File: src/mem_port_settings.svh
`ifndef MEM_PORT_SETTINGS_SVH
`define MEM_PORT_SETTINGS_SVH

//////////////////////////////
// core widths
//////////////////////////////

// address and instruction width
`define XLEN 32

// one memory block, two instruction words
`define MEM_DWORD 64

// response and tag width, zero means no tag
`define MEM_TAG_BITS 4

//////////////////////////////
// fetch reset and stepping
//////////////////////////////

// first fetch address out of reset
`define RESET_PC 32'h0000_0000

// sequential fetch stride in bytes
`define PC_STEP 32'd4

`endif

File: src/mem_port_pkg.sv
`include "mem_port_settings.svh"

package mem_port_pkg;

    // memory bus command
    typedef enum logic [1:0] {
        bus_none  = 2'h0,
        bus_load  = 2'h1,
        bus_store = 2'h2
    } bus_cmd_e;

    // access size on the memory port
    typedef enum logic [1:0] {
        size_byte   = 2'h0,
        size_half   = 2'h1,
        size_word   = 2'h2,
        size_double = 2'h3
    } mem_size_e;

    // status reported from the retire side
    typedef enum logic [1:0] {
        no_error      = 2'h0,
        illegal_inst  = 2'h1,
        halted_on_wfi = 2'h2
    } error_status_e;

    // one memory block
    // data side sees a double word, fetch sees two instruction words
    // words[0] is the lower address, picked when addr bit 2 is clear
    typedef union packed {
        logic [`MEM_DWORD-1:0]       dword;
        logic [1:0][`XLEN-1:0]       words;
    } mem_block_u;

endpackage

File: src/core_mem_ctrl.sv
`timescale 1ns/1ps

module core_mem_ctrl (
    input  logic                        clock,
    input  logic                        reset,
    input  mem_port_pkg::bus_cmd_e      dcache_command,
    input  logic                        dispatch_ok,
    input  logic                        halt,
    input  logic                        halt_confirm,
    input  logic                        illegal,
    input  logic                        flush,
    output logic                        data_owns_bus,
    output logic                        route_to_data,
    output logic                        route_to_fetch,
    output logic                        fetch_enable,
    output logic                        fetch_flush,
    output mem_port_pkg::error_status_e error_status
);
    import mem_port_pkg::*;

    //////////////////////////////
    // ownership history
    //////////////////////////////

    // bit 0 is the current owner, bit 2 the owner two cycles back
    logic [2:0] own_hist;
    logic       data_req;

    // any data command claims the bus for the next cycle
    assign data_req = (dcache_command != bus_none);

    always_ff @(posedge clock or posedge reset) begin
        if (reset) begin
            own_hist <= '0;
        end else begin
            own_hist <= {own_hist[1:0], data_req};
        end
    end

    assign data_owns_bus = own_hist[0];

    // response goes to whoever held the bus both now and two cycles ago
    // a mixed history drops the response on the floor
    assign route_to_data  = own_hist[0] & own_hist[2];
    assign route_to_fetch = ~own_hist[0] & ~own_hist[2];

    //////////////////////////////
    // halt latch
    //////////////////////////////

    logic halt_latch;

    // sticky until reset
    always_ff @(posedge clock or posedge reset) begin
        if (reset) begin
            halt_latch <= 1'b0;
        end else if (halt) begin
            halt_latch <= 1'b1;
        end
    end

    //////////////////////////////
    // fetch control
    //////////////////////////////

    // fetch only when dispatch has room and the bus is free
    assign fetch_enable = dispatch_ok & ~data_owns_bus & ~halt_latch;

    // halted core drops whatever fetch holds
    assign fetch_flush = flush | halt_latch;

    //////////////////////////////
    // error status
    //////////////////////////////

    // illegal wins over halt
    always_comb begin
        if (illegal) begin
            error_status = illegal_inst;
        end else if (halt_latch && halt_confirm) begin
            error_status = halted_on_wfi;
        end else begin
            error_status = no_error;
        end
    end

endmodule

File: src/fetch_unit.sv
`timescale 1ns/1ps
`include "mem_port_settings.svh"

module fetch_unit (
    input  logic                      clock,
    input  logic                      reset,
    input  logic                      fetch_enable,
    input  logic                      fetch_flush,
    input  logic                      take_branch,
    input  logic [`XLEN-1:0]          branch_target,
    input  logic [`MEM_TAG_BITS-1:0]  fetch_response,
    input  logic [`MEM_TAG_BITS-1:0]  mem_tag,
    input  mem_port_pkg::mem_block_u  mem_data,
    output logic [`XLEN-1:0]          fetch_addr,
    output logic                      fetch_valid,
    output logic [`XLEN-1:0]          fetch_pc,
    output logic [`XLEN-1:0]          fetch_inst
);

    //////////////////////////////
    // request and tag tracking
    //////////////////////////////

    logic [`XLEN-1:0]         pc;
    logic [`MEM_TAG_BITS-1:0] pending_tag;
    logic                     req_valid;
    logic                     tag_capture;
    logic                     fetch_done;
    logic                     fetch_accept;
    logic [`XLEN-1:0]         inst_word;

    // address goes out every cycle, the switch decides if it is used
    assign fetch_addr = pc;

    // one outstanding fetch at a time
    assign req_valid = fetch_enable && (pending_tag == '0);

    // only a tag for our own valid request counts
    assign tag_capture = req_valid && (fetch_response != '0);

    // matching tag on the data return
    assign fetch_done = (pending_tag != '0) && (mem_tag == pending_tag);

    // redirect or flush in the same cycle discards the reply
    assign fetch_accept = fetch_done && !take_branch && !fetch_flush;

    // pc bit 2 picks the word inside the block
    assign inst_word = mem_data.words[pc[2]];

    //////////////////////////////
    // pc, tag and valid
    //////////////////////////////

    always_ff @(posedge clock or posedge reset) begin
        if (reset) begin
            pc          <= `RESET_PC;
            pending_tag <= '0;
            fetch_valid <= 1'b0;
        end else begin
            // one cycle pulse per completed fetch
            fetch_valid <= fetch_accept;

            // redirect beats sequential step
            if (take_branch) begin
                pc <= branch_target;
            end else if (fetch_accept) begin
                pc <= pc + `PC_STEP;
            end

            // any of these ends the outstanding fetch
            if (take_branch || fetch_flush || fetch_accept) begin
                pending_tag <= '0;
            end else if (tag_capture) begin
                pending_tag <= fetch_response;
            end
        end
    end

    //////////////////////////////
    // fetch register payload
    //////////////////////////////

    always_ff @(posedge clock) begin
        if (fetch_flush) begin
            fetch_pc   <= '0;
            fetch_inst <= '0;
        end else if (fetch_accept) begin
            fetch_pc   <= pc;
            fetch_inst <= inst_word;
        end
    end

endmodule

File: src/mem_bus_switch.sv
`timescale 1ns/1ps
`include "mem_port_settings.svh"

module mem_bus_switch (
    input  logic                      data_owns_bus,
    input  logic                      route_to_data,
    input  logic                      route_to_fetch,
    input  mem_port_pkg::bus_cmd_e    dcache_command,
    input  logic [`XLEN-1:0]          dcache_addr,
    input  logic [`MEM_DWORD-1:0]     dcache_data,
    input  mem_port_pkg::mem_size_e   dcache_size,
    input  logic [`XLEN-1:0]          fetch_addr,
    input  logic [`MEM_TAG_BITS-1:0]  mem_response,
    output mem_port_pkg::bus_cmd_e    mem_command,
    output logic [`XLEN-1:0]          mem_addr,
    output logic [`MEM_DWORD-1:0]     mem_wdata,
    output mem_port_pkg::mem_size_e   mem_size,
    output logic [`MEM_TAG_BITS-1:0]  dcache_response,
    output logic [`MEM_TAG_BITS-1:0]  fetch_response
);
    import mem_port_pkg::*;

    //////////////////////////////
    // request side
    //////////////////////////////

    // data owner passes straight through
    // free bus always carries a block load for fetch
    always_comb begin
        if (data_owns_bus) begin
            mem_command = dcache_command;
            mem_addr    = dcache_addr;
            mem_wdata   = dcache_data;
            mem_size    = dcache_size;
        end else begin
            mem_command = bus_load;
            mem_addr    = fetch_addr;
            mem_wdata   = '0;
            mem_size    = size_double;
        end
    end

    //////////////////////////////
    // response side
    //////////////////////////////

    // at most one side sees the tag, often neither during a handover
    assign dcache_response = route_to_data  ? mem_response : '0;
    assign fetch_response  = route_to_fetch ? mem_response : '0;

endmodule

File: src/mem_port_top.sv
`timescale 1ns/1ps
`include "mem_port_settings.svh"

module mem_port_top (
    input  logic                         clock,
    input  logic                         reset,
    // memory side
    input  logic [`MEM_TAG_BITS-1:0]     mem_response,
    input  mem_port_pkg::mem_block_u     mem_data,
    input  logic [`MEM_TAG_BITS-1:0]     mem_tag,
    output mem_port_pkg::bus_cmd_e       mem_command,
    output logic [`XLEN-1:0]             mem_addr,
    output logic [`MEM_DWORD-1:0]        mem_wdata,
    output mem_port_pkg::mem_size_e      mem_size,
    // outside data cache
    input  mem_port_pkg::bus_cmd_e       dcache_command,
    input  logic [`XLEN-1:0]             dcache_addr,
    input  logic [`MEM_DWORD-1:0]        dcache_data,
    input  mem_port_pkg::mem_size_e      dcache_size,
    output logic [`MEM_TAG_BITS-1:0]     dcache_response,
    output logic [`MEM_DWORD-1:0]        dcache_rdata,
    output logic [`MEM_TAG_BITS-1:0]     dcache_rtag,
    // retire side
    input  logic                         dispatch_ok,
    input  logic                         halt,
    input  logic                         halt_confirm,
    input  logic                         illegal,
    input  logic                         flush,
    input  logic                         take_branch,
    input  logic [`XLEN-1:0]             branch_target,
    // results
    output logic                         fetch_valid,
    output logic [`XLEN-1:0]             fetch_pc,
    output logic [`XLEN-1:0]             fetch_inst,
    output logic                         if_stall,
    output mem_port_pkg::error_status_e  error_status
);

    //////////////////////////////
    // internal wires
    //////////////////////////////

    logic                     data_owns_bus;
    logic                     route_to_data;
    logic                     route_to_fetch;
    logic                     fetch_enable;
    logic                     fetch_flush;
    logic [`MEM_TAG_BITS-1:0] fetch_response;
    logic [`XLEN-1:0]         fetch_addr;

    // fetch stalls whenever data holds the bus
    assign if_stall = data_owns_bus;

    // data side reads the block as one double word
    assign dcache_rdata = mem_data.dword;
    assign dcache_rtag  = mem_tag;

    //////////////////////////////
    // instances
    //////////////////////////////

    core_mem_ctrl u_core_mem_ctrl (
        .clock          (clock),
        .reset          (reset),
        .dcache_command (dcache_command),
        .dispatch_ok    (dispatch_ok),
        .halt           (halt),
        .halt_confirm   (halt_confirm),
        .illegal        (illegal),
        .flush          (flush),
        .data_owns_bus  (data_owns_bus),
        .route_to_data  (route_to_data),
        .route_to_fetch (route_to_fetch),
        .fetch_enable   (fetch_enable),
        .fetch_flush    (fetch_flush),
        .error_status   (error_status)
    );

    mem_bus_switch u_mem_bus_switch (
        .data_owns_bus   (data_owns_bus),
        .route_to_data   (route_to_data),
        .route_to_fetch  (route_to_fetch),
        .dcache_command  (dcache_command),
        .dcache_addr     (dcache_addr),
        .dcache_data     (dcache_data),
        .dcache_size     (dcache_size),
        .fetch_addr      (fetch_addr),
        .mem_response    (mem_response),
        .mem_command     (mem_command),
        .mem_addr        (mem_addr),
        .mem_wdata       (mem_wdata),
        .mem_size        (mem_size),
        .dcache_response (dcache_response),
        .fetch_response  (fetch_response)
    );

    fetch_unit u_fetch_unit (
        .clock          (clock),
        .reset          (reset),
        .fetch_enable   (fetch_enable),
        .fetch_flush    (fetch_flush),
        .take_branch    (take_branch),
        .branch_target  (branch_target),
        .fetch_response (fetch_response),
        .mem_tag        (mem_tag),
        .mem_data       (mem_data),
        .fetch_addr     (fetch_addr),
        .fetch_valid    (fetch_valid),
        .fetch_pc       (fetch_pc),
        .fetch_inst     (fetch_inst)
    );

endmodule

File: config.mk
export PLATFORM = sky130hd
export DESIGN_NAME = mem_port_top
export DESIGN_NICKNAME = d
export VERILOG_FILES = /design/src/mem_port_pkg.sv /design/src/core_mem_ctrl.sv /design/src/fetch_unit.sv /design/src/mem_bus_switch.sv /design/src/mem_port_top.sv
export VERILOG_INCLUDE_DIRS = /design/src /design/src/src
export SDC_FILE = /design/constraint.sdc
export NUM_CORES = 1
export LEC_CHECK = 0
export BUFFER_PORTS_ARGS = -buffer_cell sky130_fd_sc_hd__buf_2
export CAP_MARGIN = 10
export CORE_AREA = 4 4 173 175
export DETAILED_ROUTE_END_ITERATION = 12
export DIE_AREA = 0 0 177 179
export PLACE_DENSITY_LB_ADDON = 0.2
export SLEW_MARGIN = 20
export SYNTH_ARGS = -nofsm -noshare
export SYNTH_HDL_FRONTEND = slang
export SYNTH_SLANG_ARGS = --single-unit
export TNS_END_PERCENT = 10
File: constraint.sdc
create_clock -name clock -period 2.4 [get_ports clock]
set_input_delay 0.12 -clock clock [delete_from_list [all_inputs] [get_ports clock]]
set_output_delay 0.12 -clock clock [all_outputs]
set_load 0.1 [all_outputs]
---- After elaboration in Yosys (flattened, before gate mapping) ----
Index checks and enable logic that the tools add are counted.
W data, S select, Z words.
storage, ports and cells
  bits in registers ....................... 105
  input bits .............................. 212
  output and inout port bits .............. 240
  logic and storage cells ................. 48
operators by class
  $add $sub $neg .......................... 1
  $lt $le $gt $ge ......................... 1
  eq/ne operators ......................... 1
  muxes and demuxes ....................... 14
  bitwise operators ....................... 8
  reductions and logical operators ........ 16
operator list
  kind                     number
  $mux W32                 5
  $mux W64                 1
  $add A32 B3 Y32 const B  1
  $mux W4                  4
  $mux W2                  4
  $reduce_bool A4 Y1       2
  $logic_and A1 B1 Y1      6
  $reduce_bool A2 Y1       3
  $and A1 B1 Y1            4
  $eq A4 B4 Y1             1
  $logic_not A4 Y1         1
  $not A1 Y1               3
  $logic_not A1 Y1         2
  $logic_or A1 B1 Y1       2
  $lt A1 B2 Y1 const B     1
  $or A1 B1 Y1             1

---- Longest topological paths before layout ----
  depth after elaboration ................. 7
  gate-level depth with buffers ........... 9
  depth with buffers taken out ............ 6

---- Modules after synthesis ----
Synthesis repeated with hierarchy kept, for this count alone.
second synthesis, totals
  cells, all modules ...................... 714
  area total of the unflattened synthesis .. 6306.0 um^2
modules (own cells, without submodules)
  module          times used  cells an instance  area each (um^2)  seq. area each (um^2)
  fetch_unit      1           514                4569.4            2207.1
  mem_bus_switch  1           119                1068.5            0.0
  mem_port_top    1           68                 510.5             0.0
  core_mem_ctrl   1           13                 157.7             100.1

---- Least setup slack after synthesis ----
Ideal clock, no wire load.
  path kind ............................... flip-flop to output port
  start ................................... reg u_core_mem_ctrl.own_hist[0]
  end ..................................... out mem_addr[13]
  arrival ................................. 3.352 ns
  required time ........................... 2.280 ns
  path slack .............................. -1.072 ns
  stages on the path, launching flop included .. 4
  path buffers ............................ 2
  cell sequence ........................... dfrtp_1 > clkbuf_1 > buf_2 > o21ai_0
between the ends
  longest elaborated chain between the ends .. 1
RTL lines
  element                 line                  source
  start, declared         core_mem_ctrl.sv:26   logic [2:0] own_hist;
  start signal, assigned  core_mem_ctrl.sv:36   own_hist <= {own_hist[1:0], data_req};
  $mux W32                mem_bus_switch.sv:30  if (data_owns_bus) begin
  end, declared           mem_port_top.sv:12    output logic [`XLEN-1:0] mem_addr,
Every way passes these cells.

---- Worst setup path after layout ----
  start ................................... reg u_core_mem_ctrl.halt_latch
  end ..................................... reg u_fetch_unit.pc[14] (netlist: u_fetch_unit.fetch_addr[14])
between the ends
  longest elaborated chain between the ends .. 4
RTL lines
  element                              line                 source
  start, declared                      core_mem_ctrl.sv:51  logic halt_latch;
  start signal, assigned               core_mem_ctrl.sv:56  halt_latch <= 1'b0;
  start signal, assigned               core_mem_ctrl.sv:58  halt_latch <= 1'b1;
  $or A1 B1 Y1                         core_mem_ctrl.sv:70  assign fetch_flush = flush | halt_latch;
  $logic_not A1 Y1                     fetch_unit.sv:45     assign fetch_accept = fetch_done && !take_branch && !fetch_flush;
  $logic_and A1 B1 Y1                  fetch_unit.sv:45
  $reduce_bool A2 Y1 (no source line)  --
  end signal, assigned                 fetch_unit.sv:56     pc <= `RESET_PC;
  end signal, assigned                 fetch_unit.sv:65     pc <= branch_target;
  end signal, assigned                 fetch_unit.sv:67     pc <= pc + `PC_STEP;
  end, declared                        fetch_unit.sv:24     logic [`XLEN-1:0] pc;
Every way passes these cells.
A chain may end at the register's enable or synchronous reset.

==> results.tsv <==
stage	metric	value	unit
status	outcome	completed	
drt	detail_route.first_pass.iterations	5	
timing	clock_skew	0.0192	ns
global_route	antenna_found_initial	3	
setup_path	cp-end-kind	flip-flop	
synth	netlist_area	0.00611	mm^2
setup_path	startpoint_type	flip-flop	
synth	synth-warning-count	0	
setup_path	critPathMaxStageDelay	0.56	ns
setup_path	path_cells	or2_4 > or4_4 > or3_1 > or4_1 > nand3_1	
synth	ys_types	45	
clock_network	cts.clk_slew.worst_paths	0.09	ns
hold_path	min_to	u_fetch_unit.fetch_addr[19]	
timing	relSlewSlack	44.1	%
setup_path	cp.required	2.70	ns
clock_network	postCtsSetupBuffers	0	
placed_design	place_hpwl	20900	um
layout	final_nets	1342	
clock_network	hold_buffers	26	
synth	yosysSeqAreaShare	37.8	%
pwr	p_int	3040	uW
global_route	grt_remaining_overflow	0	
clock_network	htreeDepth	3	
pwr	fin_total_pwr	5750	uW
setup_path	crit_path_top_delay_cell	or4_4	
clock_network	clock_sinks	105	
setup_path	r2r_start	u_core_mem_ctrl.halt_latch	
timing	hold_viol	0	
layout	multiInputGateArea	0.00305	mm^2
die	row_count	62	
pwr	seqPwrFrac	32.6	%
timing	worst_slew_pin_slew	0.839	ns
global_route	grt_max_degree	114	
die	die_h	179	um
synth	synth.largest_area_cell	dfxtp_1	
layout	mostFrequentLayoutCells	buf_2 (451), nand2_1 (100), and2_1 (67), dfxtp_1 (64), nor2_1 (49)	
clock_network	ctsResizeCount	0	
synth	synth_area_leaders	dfxtp_1 (21%), dfrtp_1 (17%), buf_4 (8.5%)	
timing	rsz0062_at_grt	no	
setup_path	r2r_slack	0.1	ns
global_route	track_usage	15.6	%
clock_network	clock_latency	0.37	ns
hold_path	min_path_cells	3	
drt	drt-initial-drc-count	241	
global_route	grt_pass1_wl	37900	um
synth	synth_seq_cells	105	
clock_network	cts_tree	done	
synth	synth_fp_nets	937	
synth	syn_inst	724	
pwr	power_frac_clock	28.2	%
clock_network	clockRootBuffer	clkbuf_16	
layout	seqCellArea	0.00231	mm^2
pwr	powerDensity	637	mW/mm^2
synth	async_reset_ff_share	39.0	%
setup_path	path_class	reg -> reg	
clock_network	clk_path_buf_depth	2	
synth	synth_top_area_share	21.0	%
timing	fmax	434	MHz
layout	drive_gt1_share	48.1	%
placed_design	place_congestion	0.793	
drt	wl_per_cell	17.3	um
setup_path	reg2regPathDepth	5	
timing	hold_ws	0.0147	ns
clock_network	cts_buffers	9	
timing	setup_viol	0	
drt	via_per_inst	4.29	
hold_path	min_from	branch_target[19]	
drt	drc	0	
die	core_region_area	0.0285	mm^2
pwr	ir_drop	0.403	mV
die	die_x	177	um
global_route	grt_pass1_vias	6426	
drt	postRouteAntennaNets	0	
drt	num_vias	6517	
layout	fill_cells	3101	
placed_design	io_buffer_count	451	
timing	fin_crit_sh	96.0	%
pwr	switchingPower	2710	uW
setup_path	r2r-end	u_fetch_unit.fetch_addr[14]	
synth	avgSynthCellArea	8.44	um^2
hold_path	hold_class	in -> reg	
setup_path	worst-path-max-fanout	6	
timing	setup-tns-final	0	ns
timing	drv_slew	0	
layout	syn_to_final_growth	47.8	%
pwr	switching_share	47.2	%
timing	min_period	2.30	ns
setup_path	critical_path.top_delay_family	simple AND/OR/NAND/NOR gates	
drt	wl	26300	um
synth	synth_ff_type	dfxtp_1	
die	dieArea	0.0317	mm^2
setup_path	cp.arrival	2.61	ns
setup_path	crit_start	u_core_mem_ctrl.halt_latch	
synth	synth_edf_count	0	
die	io_pins	452	
pwr	power_frac_comb	39.2	%
layout	final_common_cell	buf_2	
setup_path	path_buf_inv	0	
die	start_util	21.5	%
pwr	leakage	0.00424	uW
run	drv_cap	0	
## cell type report
type                       count  share of cell area (%)
tap                          384                    5.32
clock inverter                 7                    1.01
timing repair buffer         513                    31.3
sequential                   105                    25.6
inverter                      10                   0.444
multi-input combinational    490                    33.7
antenna                        2                  0.0555
clock buffer                   9                    2.50
## stage by stage
step,instances,utilization [%],area (um^2),setup WS [ns]
6_report,1520,31.7,9020,0.0969
5_1_grt,1519,31.7,9020,0.0242
4_1_cts,1518,31.7,9020,0.0722
3_5_place_dp,1476,29.7,8440,0.0933
3_3_place_gp,1476,29.7,8440,0.0958
2_1_floorplan,724,-,6110,-0.323
## state kept, by name, summed over array words and instances (netlist names)
signal                      count
u_core_mem_ctrl.halt_latch      1
u_fetch_unit.pending_tag        4
u_fetch_unit.fetch_pc          32
u_core_mem_ctrl.own_hist        3
u_fetch_unit.fetch_inst        32
u_fetch_unit.fetch_valid        1
u_fetch_unit.fetch_addr        32
## power groups by stage
stage,logic [uW],registers (uW),clock network [uW]
floorplan,1810,1900,0
global placement,2230,1920,0
detailed placement,2230,1920,0
CTS,2270,1880,1710
global route,2350,1890,1760
finish,2250,1870,1620
## routing by layer
layer / global-route usage, % / wire length [um] / vias to the layer above
met1: 18.1 / 10500 / 2974
li1: - / - / 3238
met4: 2.51 / 210 / 2
met5: 0 / 11 / -
met2: 29.5 / 13600 / 290
met3: 3.75 / 2070 / 13
## kinds of logic (layout without fill, tap and decap cells)
family	after synthesis	after routing	synth area share (%)
buf+inv	129	539	12.5
other cells	0	2	0
simple gates	296	296	24.9
xor+xnor	18	18	2.58
mux	61	61	10.6
compound gates	114	114	11.5
fa+ha+maj	1	1	0.205
flops	105	105	37.8
## cells in the mapped netlist (all sizes together) (5+ instances only)
cell type  instances
a211oi            32
dfxtp             64
buf               77
nor4              11
mux2i             33
and2              67
dfrtp             41
nand4             11
a21oi             36
a31oi             10
nand3             16
and4               5
clkbuf            42
nor2              49
o21ai             23
or4               11
xor2               7
xnor2             11
inv                9
o31ai              6
nand2            100
mux2              28
and3               5
## how the worst max path moves through the flow
| stage | to | slack (ns) | cells after the start |
|---|---|---|---|
| floorplan | mem_addr[13] | -0.32 | 3 |
| global placement | u_fetch_unit.fetch_addr[14] | 0.1 | 5 |
| detailed placement | u_fetch_unit.fetch_addr[14] | 0.09 | 5 |
| CTS | u_fetch_unit.fetch_addr[14] | 0.07 | 5 |
| global route | u_fetch_unit.fetch_addr[12] | 0.02 | 5 |
| finish | u_fetch_unit.fetch_addr[14] | 0.1 | 5 |
## worst reg2reg max path, cell delays in order, from the launching register on
cell     delay (ns)
dfrtp_1        0.38
or2_4          0.27
or4_4          0.56
or3_1          0.46
or4_1          0.49
nand3_1        0.09
Power figures use the tool's default switching activity.
